File: src/logic/bp_params.svh
// Branch predictor parameters
`ifndef BP_PARAMS_SVH
`define BP_PARAMS_SVH

// Table sizes --------------------------------------
`define BP_BTB_ENTRIES   32
`define BP_BTB_IDX_BITS  5
`define BP_GHR_BITS      5

// APB word offsets ---------------------------------
`define BP_ADDR_CTRL     8'h00
`define BP_ADDR_GHR      8'h04
`define BP_ADDR_RESOLVED 8'h08
`define BP_ADDR_MISPRED  8'h0C

`define BP_OP_BRANCH     7'b1100011
`define BP_OP_JAL        7'b1101111
`define BP_OP_JALR       7'b1100111
`endif
File: src/logic/bp_pkg.sv
// Branch predictor types
`default_nettype none
`include "bp_params.svh"

package bp_pkg;

    typedef logic [31:0]                        pc_t;
    typedef logic [`BP_BTB_IDX_BITS-1:0]        btb_idx_t;
    typedef logic [31-`BP_BTB_IDX_BITS-2:0]     btb_tag_t;  // PC bits above the index.
    typedef logic [`BP_GHR_BITS-1:0]            ghr_t;      // Also the counter table index.
    typedef logic [6:0]                         opcode_t;
    typedef logic [31:0]                        count_t;

    typedef struct packed { pc_t pc; } lookup_t;

    typedef struct packed {
        logic  hit;
        logic  taken;
        pc_t   target;
        ghr_t  pht_index;
    } prediction_t;

    typedef struct packed {
        logic    valid;
        pc_t     pc;
        opcode_t opcode;
        pc_t     target;           // Actual target from execute.
        logic    taken;            // Actual direction.
        logic    predicted_taken;
        ghr_t    pht_index;        // Index used when the prediction was made.
    } resolve_t;

    typedef struct packed {
        logic        psel;
        logic        penable;
        logic        pwrite;
        logic [7:0]  paddr;
        logic [31:0] pwdata;
    } apb_req_t;

    typedef struct packed {
        logic [31:0] prdata;
        logic        pready;
        logic        pslverr;
    } apb_rsp_t;

endpackage

`default_nettype wire

File: src/logic/branch_predictor.sv
// Branch predictor top level
`timescale 1ns/1ps
`default_nettype none

module branch_predictor (
    input  wire                  clk,
    input  wire                  rst_i,
    input  bp_pkg::lookup_t      lookup_i,
    output bp_pkg::prediction_t  prediction_o,
    input  bp_pkg::resolve_t     resolve_i,
    input  bp_pkg::apb_req_t     apb_i,
    output bp_pkg::apb_rsp_t     apb_o
);

    logic         enable;
    logic         ghr_clear;
    logic         btb_hit;
    logic         btb_jump;
    logic         btb_branch;
    logic         gs_taken;
    bp_pkg::pc_t  btb_target;
    bp_pkg::ghr_t gs_index;
    bp_pkg::ghr_t ghr;

    // Blocks -------------------------------------------
    bp_target_buffer u_btb (
        .clk(clk), .rst_i(rst_i), .lookup_i(lookup_i), .resolve_i(resolve_i),
        .enable_i(enable), .hit_o(btb_hit), .target_o(btb_target),
        .is_jump_o(btb_jump), .is_branch_o(btb_branch)
    );

    bp_gshare u_gshare (
        .clk(clk), .rst_i(rst_i), .lookup_i(lookup_i), .resolve_i(resolve_i),
        .ghr_clear_i(ghr_clear), .taken_o(gs_taken), .pht_index_o(gs_index), .ghr_o(ghr)
    );

    bp_regs u_regs (
        .clk(clk), .rst_i(rst_i), .apb_i(apb_i), .apb_o(apb_o), .resolve_i(resolve_i),
        .ghr_i(ghr), .enable_o(enable), .ghr_clear_o(ghr_clear)
    );

    // Jumps are always taken; branches follow gshare.
    assign prediction_o.hit       = btb_hit;
    assign prediction_o.taken     = btb_hit && (btb_jump || (btb_branch && gs_taken));
    assign prediction_o.target    = btb_target;
    assign prediction_o.pht_index = gs_index;

endmodule

`default_nettype wire

File: src/logic/bp_regs.sv
// Predictor APB registers
`timescale 1ns/1ps
`default_nettype none
`include "bp_params.svh"

module bp_regs (
    input  wire               clk,
    input  wire               rst_i,
    input  bp_pkg::apb_req_t  apb_i,
    output bp_pkg::apb_rsp_t  apb_o,
    input  bp_pkg::resolve_t  resolve_i,
    input  bp_pkg::ghr_t      ghr_i,
    output logic              enable_o,
    output logic              ghr_clear_o
);

    logic           access;
    logic           wr;
    logic           rd;
    logic           mapped;
    logic           br_valid;
    logic           br_miss;
    logic           enable_q;
    bp_pkg::count_t resolved_q;
    bp_pkg::count_t mispred_q;
    logic [31:0]    rd_data;

    // Decode -------------------------------------------
    assign access = apb_i.psel && apb_i.penable;           // Access phase.
    assign wr     = access && apb_i.pwrite;
    assign rd     = access && !apb_i.pwrite;
    assign mapped = (apb_i.paddr == `BP_ADDR_CTRL) || (apb_i.paddr == `BP_ADDR_GHR) ||
                    (apb_i.paddr == `BP_ADDR_RESOLVED) || (apb_i.paddr == `BP_ADDR_MISPRED);

    assign br_valid = resolve_i.valid && (resolve_i.opcode == `BP_OP_BRANCH);
    assign br_miss  = br_valid && (resolve_i.taken != resolve_i.predicted_taken);

    assign enable_o    = enable_q;
    assign ghr_clear_o = wr && (apb_i.paddr == `BP_ADDR_CTRL) && apb_i.pwdata[1];

    always_ff @(posedge clk) begin
        if (rst_i) begin
            enable_q   <= 1'b1;
            resolved_q <= '0;
            mispred_q  <= '0;
        end else begin
            if (wr && (apb_i.paddr == `BP_ADDR_CTRL)) begin
                enable_q <= apb_i.pwdata[0];
            end
            // A write clears the counter and drops any same-cycle event.
            if (wr && (apb_i.paddr == `BP_ADDR_RESOLVED)) begin
                resolved_q <= '0;
            end else if (br_valid) begin
                resolved_q <= resolved_q + 32'd1;
            end
            if (wr && (apb_i.paddr == `BP_ADDR_MISPRED)) begin
                mispred_q <= '0;
            end else if (br_miss) begin
                mispred_q <= mispred_q + 32'd1;
            end
        end
    end

    // Read path ----------------------------------------
    always_comb begin
        case (apb_i.paddr)
            `BP_ADDR_CTRL:     rd_data = {31'd0, enable_q};  // Clear bit reads as 0.
            `BP_ADDR_GHR:      rd_data = {{(32-`BP_GHR_BITS){1'b0}}, ghr_i};
            `BP_ADDR_RESOLVED: rd_data = resolved_q;
            `BP_ADDR_MISPRED:  rd_data = mispred_q;
            default:           rd_data = '0;
        endcase
    end

    assign apb_o.prdata  = rd ? rd_data : 32'd0;
    assign apb_o.pready  = 1'b1;                             // No wait states.
    assign apb_o.pslverr = access && !mapped;

endmodule

`default_nettype wire

File: src/logic/bp_gshare.sv
// Gshare direction predictor
`timescale 1ns/1ps
`default_nettype none
`include "bp_params.svh"

module bp_gshare (
    input  wire               clk,
    input  wire               rst_i,
    input  bp_pkg::lookup_t   lookup_i,
    input  bp_pkg::resolve_t  resolve_i,
    input  wire               ghr_clear_i,
    output logic              taken_o,
    output bp_pkg::ghr_t      pht_index_o,
    output bp_pkg::ghr_t      ghr_o
);

    localparam int PHT_ENTRIES = 1 << `BP_GHR_BITS;

    logic [1:0]   pht_q [PHT_ENTRIES];
    bp_pkg::ghr_t ghr_q;
    logic         br_update;
    logic [1:0]   cnt_cur;

    // Lookup -------------------------------------------
    assign pht_index_o = lookup_i.pc[`BP_GHR_BITS+1:2] ^ ghr_q;
    assign taken_o     = pht_q[pht_index_o][1];        // Upper bit is the direction.
    assign ghr_o       = ghr_q;

    // Update -------------------------------------------
    assign br_update = resolve_i.valid && (resolve_i.opcode == `BP_OP_BRANCH);
    assign cnt_cur   = pht_q[resolve_i.pht_index];

    always_ff @(posedge clk) begin
        if (rst_i) begin
            for (int i = 0; i < PHT_ENTRIES; i++) begin
                pht_q[i] <= 2'b01;                      // Weakly not taken.
            end
        end else if (br_update) begin
            if (resolve_i.taken && (cnt_cur != 2'b11)) begin
                pht_q[resolve_i.pht_index] <= cnt_cur + 2'b01;
            end else if (!resolve_i.taken && (cnt_cur != 2'b00)) begin
                pht_q[resolve_i.pht_index] <= cnt_cur - 2'b01;
            end
        end
    end

    // A clear from the register block wins over a shift in the same cycle.
    always_ff @(posedge clk) begin
        if (rst_i || ghr_clear_i) begin
            ghr_q <= '0;
        end else if (br_update) begin
            ghr_q <= {ghr_q[`BP_GHR_BITS-2:0], resolve_i.taken};
        end
    end

endmodule

`default_nettype wire

File: src/logic/bp_target_buffer.sv
// Branch target buffer
`timescale 1ns/1ps
`default_nettype none
`include "bp_params.svh"

module bp_target_buffer (
    input  wire               clk,
    input  wire               rst_i,
    input  bp_pkg::lookup_t   lookup_i,
    input  bp_pkg::resolve_t  resolve_i,
    input  wire               enable_i,
    output logic              hit_o,
    output bp_pkg::pc_t       target_o,
    output logic              is_jump_o,
    output logic              is_branch_o
);

    logic [`BP_BTB_ENTRIES-1:0] valid_q;
    bp_pkg::btb_tag_t           tag_mem    [`BP_BTB_ENTRIES];
    bp_pkg::pc_t                target_mem [`BP_BTB_ENTRIES];
    logic                       jump_mem   [`BP_BTB_ENTRIES];
    logic                       branch_mem [`BP_BTB_ENTRIES];

    bp_pkg::btb_idx_t lk_idx;
    bp_pkg::btb_tag_t lk_tag;
    bp_pkg::btb_idx_t wr_idx;
    bp_pkg::btb_tag_t wr_tag;
    logic             wr_jump;
    logic             wr_branch;
    logic             wr_en;

    // Write side ---------------------------------------
    assign wr_idx    = resolve_i.pc[`BP_BTB_IDX_BITS+1:2];
    assign wr_tag    = resolve_i.pc[31:`BP_BTB_IDX_BITS+2];
    assign wr_jump   = (resolve_i.opcode == `BP_OP_JAL) || (resolve_i.opcode == `BP_OP_JALR);
    assign wr_branch = (resolve_i.opcode == `BP_OP_BRANCH);
    // Only taken control flow allocates an entry.
    assign wr_en     = resolve_i.valid && (wr_jump || (wr_branch && resolve_i.taken));

    always_ff @(posedge clk) begin
        if (rst_i) begin
            valid_q <= '0;
        end else if (wr_en) begin
            valid_q[wr_idx] <= 1'b1;
        end
    end

    always_ff @(posedge clk) begin
        if (wr_en) begin
            tag_mem[wr_idx]    <= wr_tag;
            target_mem[wr_idx] <= resolve_i.target;
            jump_mem[wr_idx]   <= wr_jump;
            branch_mem[wr_idx] <= wr_branch;
        end
    end

    // Lookup side --------------------------------------
    assign lk_idx = lookup_i.pc[`BP_BTB_IDX_BITS+1:2];
    assign lk_tag = lookup_i.pc[31:`BP_BTB_IDX_BITS+2];

    always_comb begin
        hit_o       = enable_i && valid_q[lk_idx] && (tag_mem[lk_idx] == lk_tag);
        target_o    = target_mem[lk_idx];
        is_jump_o   = jump_mem[lk_idx];
        is_branch_o = branch_mem[lk_idx];
        if (wr_en && (wr_idx == lk_idx)) begin
            target_o = resolve_i.target;                  // Same-cycle write bypass.
        end
    end

endmodule

`default_nettype wire

File: config.mk
export PLATFORM = sky130hd
export DESIGN_NAME = branch_predictor
export DESIGN_NICKNAME = d
export VERILOG_FILES = /design/src/logic/bp_pkg.sv /design/src/logic/branch_predictor.sv /design/src/logic/bp_regs.sv /design/src/logic/bp_gshare.sv /design/src/logic/bp_target_buffer.sv
export VERILOG_INCLUDE_DIRS = /design/src /design/src/logic
export SDC_FILE = /design/constraint.sdc
export NUM_CORES = 2
export LEC_CHECK = 0
export BUFFER_PORTS_ARGS = -buffer_cell sky130_fd_sc_hd__clkbuf_2
export CAP_MARGIN = 20
export CORE_MARGIN = 10
export CORE_UTILIZATION = 46
export DETAILED_ROUTE_END_ITERATION = 16
export GPL_ROUTABILITY_DRIVEN = 0
export PLACE_DENSITY = 0.59
export SETUP_SLACK_MARGIN = 0.3
export SYNTH_ARGS = -nofsm -noshare
export SYNTH_HDL_FRONTEND = slang
export SYNTH_SLANG_ARGS = --single-unit
File: constraint.sdc
create_clock -name clk -period 14.4 [get_ports clk]
set_input_delay 0.72 -clock clk [delete_from_list [all_inputs] [get_ports clk]]
set_output_delay 0.72 -clock clk [all_outputs]
set_load 0.03 [all_outputs]
==> impl_metrics.csv <==
group,metric,value,unit
timing,setup_viol,0,
placement,place_inst,6289,
critical_path,critPathArrivalTime,6.26,ns
critical_path,endpoint_kind,"primary output",
global_route,grt_max_degree,104,
clock_tree,cts_sinks,2054,
detailed_routing,drt_wl_total,206000,um
critical_path,crit_type,"in -> out",
synth,yosys-top-cells-count,"edfxtp_1, mux4_2, nor2_1",
floorplanning,dieHeight,439,um
clock_tree,cts.htree.levels,4,
timing,fin_ws,7.42,ns
timing,tightest_slew,1.13,ns
critical_path,required,13.68,ns
synth,yosysTopAreaCell,"edfxtp_1",
placement,port_buffers,193,
critical_path,startpoint_type,"input port",
detailed_routing,drt_iter0_drc,4444,
critical_path,critPathMaxFanout,66,
pwr,irDropWorstVdd,0.0000937,V
timing,hold_violations,0,
synth,ys_top_cells_by_area,"edfxtp_1, mux4_2, dfxtp_1",
layout,fillers,13615,
detailed_routing,wire_per_inst,30.9,um
critical_path,worstPathCellList,"buf_8 -> buf_4 -> buf_4 -> buf_4 -> buf_4 -> mux4_2 -> mux4_2 -> mux2i_1 -> o21ai_1 -> clkbuf_2",
synth,synth-edff-count,1952,
critical_path,cp_common_cell,"buf_4",
layout,final_area,0.0914,mm2
synth,synth_cell_types,64,
layout,syn2layout_area_growth,13.1,%
timing,post-route-period-util,48.4,%
flow_run,drv_cap,0,
global_route,grt_pass1_wl,295000,um
floorplanning,fp-row-count,153,
detailed_routing,viasPerCell,5.99,
timing,final.setup_skew,0.0240,ns
layout,instances_no_fill,6672,
detailed_routing,drcViolationCount,0,
pwr,leakage,28.9,nW
placement,dp_hpwl,107000,um
synth,seq_area_frac_synth,75.1,%
synth,yosys_register_bits,2054,
clock_tree,ctsHoldBuffers,0,
synth,ys_async_sr_fraction,0,%
timing,fmax,143,MHz
synth,synth.avg_cell_area,20.7,um2
floorplanning,core,0.174,mm2
clock_tree,cts_made_buffers,205,
timing,drv_slew,0,
synth,yosysMostFrequentCell,"edfxtp_1",
outcome,status,"finished clean",
global_route,antenna_found_initial,16,
critical_path,cpPeakStageDelay,0.91,ns
critical_path,cp_num_buf_inv,6,
floorplanning,dieWidth,439,um
clock_tree,clkTransAtPathRegs,0.06,ns
layout,multi_input_area,0.0194,mm2
placement,place_ws,7.42,ns
floorplanning,io-pin-count,229,
synth,syn_area,0.0808,mm2
synth,yosysWarnings,0,
layout,ff_latch_area,0.0607,mm2
timing,slew_headroom,24.5,%
pwr,cellPowerDensity,134,mW/mm2
floorplanning,initial_core_util,46.4,%
timing,grt_setup_unrepaired,"no",
placement,dpl_cell_area,0.0848,mm2
layout,final_nets,4332,
synth,synth_top_area_share,72.5,%
timing,tns,0,ns
floorplanning,fp.dieArea,0.193,mm2
synth,syn_inst,3895,
clock_tree,cts-resized-gates,0,
clock_tree,clock_path_buffers,3,
synth,ys.flop_type,"edfxtp_1",
clock_tree,cts_tree,"done",
clock_tree,insertion_delay,0.84,ns
critical_path,crit_family,"buffers and inverters",
hold_path,holdCritPathClass,"in -> reg",
critical_path,cp_slowest_cell,"buf_4",
global_route,grt_pass1_vias,40495,
global_route,overflow,0,
global_route,globalRouteTotalUtil,21.1,%
synth,synth_fp_nets,4053,
detailed_routing,dr.pass1.iters,5,
detailed_routing,ant_nets,0,
clock_tree,ctsRootBufferMaster,"clkbuf_16",
timing,period_needed,6.98,ns
layout,drive_above_1_share,27.3,%
detailed_routing,via_count,39983,
clock_tree,cts_setup_buffers,0,
==> worst paths after layout <==
check	slack, ns	start	to	depth (start not counted)
setup / recovery	7.42	lookup_i[3]	prediction_o[24]	10
hold reg to reg	0.46	u_btb.valid_q[10]$_SDFFE_PP0P_	u_btb.valid_q[10]$_SDFFE_PP0P_	2
setup reg to reg	10.98	u_gshare.pht_q[3][0]$_SDFFCE_PN1P_	u_gshare.pht_q[25][0]$_SDFFCE_PN1P_	8
hold / removal	0.09	apb_i[0]	u_regs.enable_o$_SDFFE_PP1P_	2
==> registers in the layout (all words and copies together), names as in the netlist <==
name / count
u_gshare.pht_q: 64
u_regs.mispred_q: 32
u_btb.target_mem: 1024
u_btb.jump_mem: 32
u_btb.valid_q: 32
u_btb.branch_mem: 32
u_btb.tag_mem: 800
u_gshare.ghr_o: 5
u_regs.enable_o: 1
u_regs.resolved_q: 32
==> worst reg2reg max path: stages (launching register included) <==
cell      delay [ns]
edfxtp_1        0.37
mux4_2          0.46
and2_1          0.26
nor4_2          0.42
a21boi_1        0.19
mux2i_4         0.22
nand3b_2        0.16
nor2_2          0.77
a21o_1          0.29
==> cell families after synthesis <==
group                    count (synthesis)  share of synthesized area, %
AO/OA/AOI/OAI                          232                          1.86
XOR/XNOR                                90                         0.985
adder cells (fa/ha/maj)                  2                        0.0310
buffers and inverters                  227                          1.23
flip-flops                            2054                          75.1
multiplexers                           737                          17.6
other                                    1                       0.00464
AND/OR/NAND/NOR                        552                          3.19
==> where the power goes <==
part / leakage, nW / switching, W / internal (W)
logic: 7.49 / 0.000359 / 0.000224
clock network: 3.17 / 0.00228 / 0.00288
registers: 18.2 / 0.00000224 / 0.00653
total: 28.9 / 0.00264 / 0.00964
==> placed cells by master (no fill, tap or decap), drive strengths merged, types with 8 or more instances in the layout <==
cell and n:
a21o 33, a21oi 58, a221oi 14, a22oi 32, a32oi 9, and2 11, and3 16, and3b 8
and4 9, buf 96, bufinv 12, clkbuf 439, clkinv 102, dfxtp 102, edfxtp 1952, inv 21
mux2 11, mux2i 180, mux4 546, nand2 157, nand3 28, nand4 17, nor2 221, nor2b 9
nor3 16, nor4 9, o21ai 50, o22ai 15, or3 16, xnor2 38, xor2 52
==> final cells by class <==
type | instances | share of cell area (%)
multi-input cells | 1614 | 21.2
well taps | 2325 | 3.18
repair buffers | 286 | 2.04
clock inverters | 129 | 1.21
flip-flops and latches | 2054 | 66.4
diodes | 2 | 0.00548
inverters | 13 | 0.0644
clock buffers | 249 | 5.89
==> routing by layer <==
metal  track usage, %  vias up  wire length, um
met2             34.6     1415           101000
met4             5.28       10             4480
met5                0        -               69
li1                 -    16658                -
met1             29.6    21602            87100
met3             3.66      298            13600
==> per-stage QoR <==
step / hold slack [ns] / util [%] / total power, W
6_report: 0.0860 / 52.4 / 0.0123
2_1_floorplan: 0.431 / - / 0.00702
4_1_cts: 0.0302 / 52.4 / 0.0124
5_1_grt: 0.0652 / 52.4 / 0.0126
3_3_place_gp: 0.443 / 48.6 / 0.00725
3_5_place_dp: 0.453 / 48.7 / 0.00725
No activity file was read; power rests on OpenSTA's default activity.
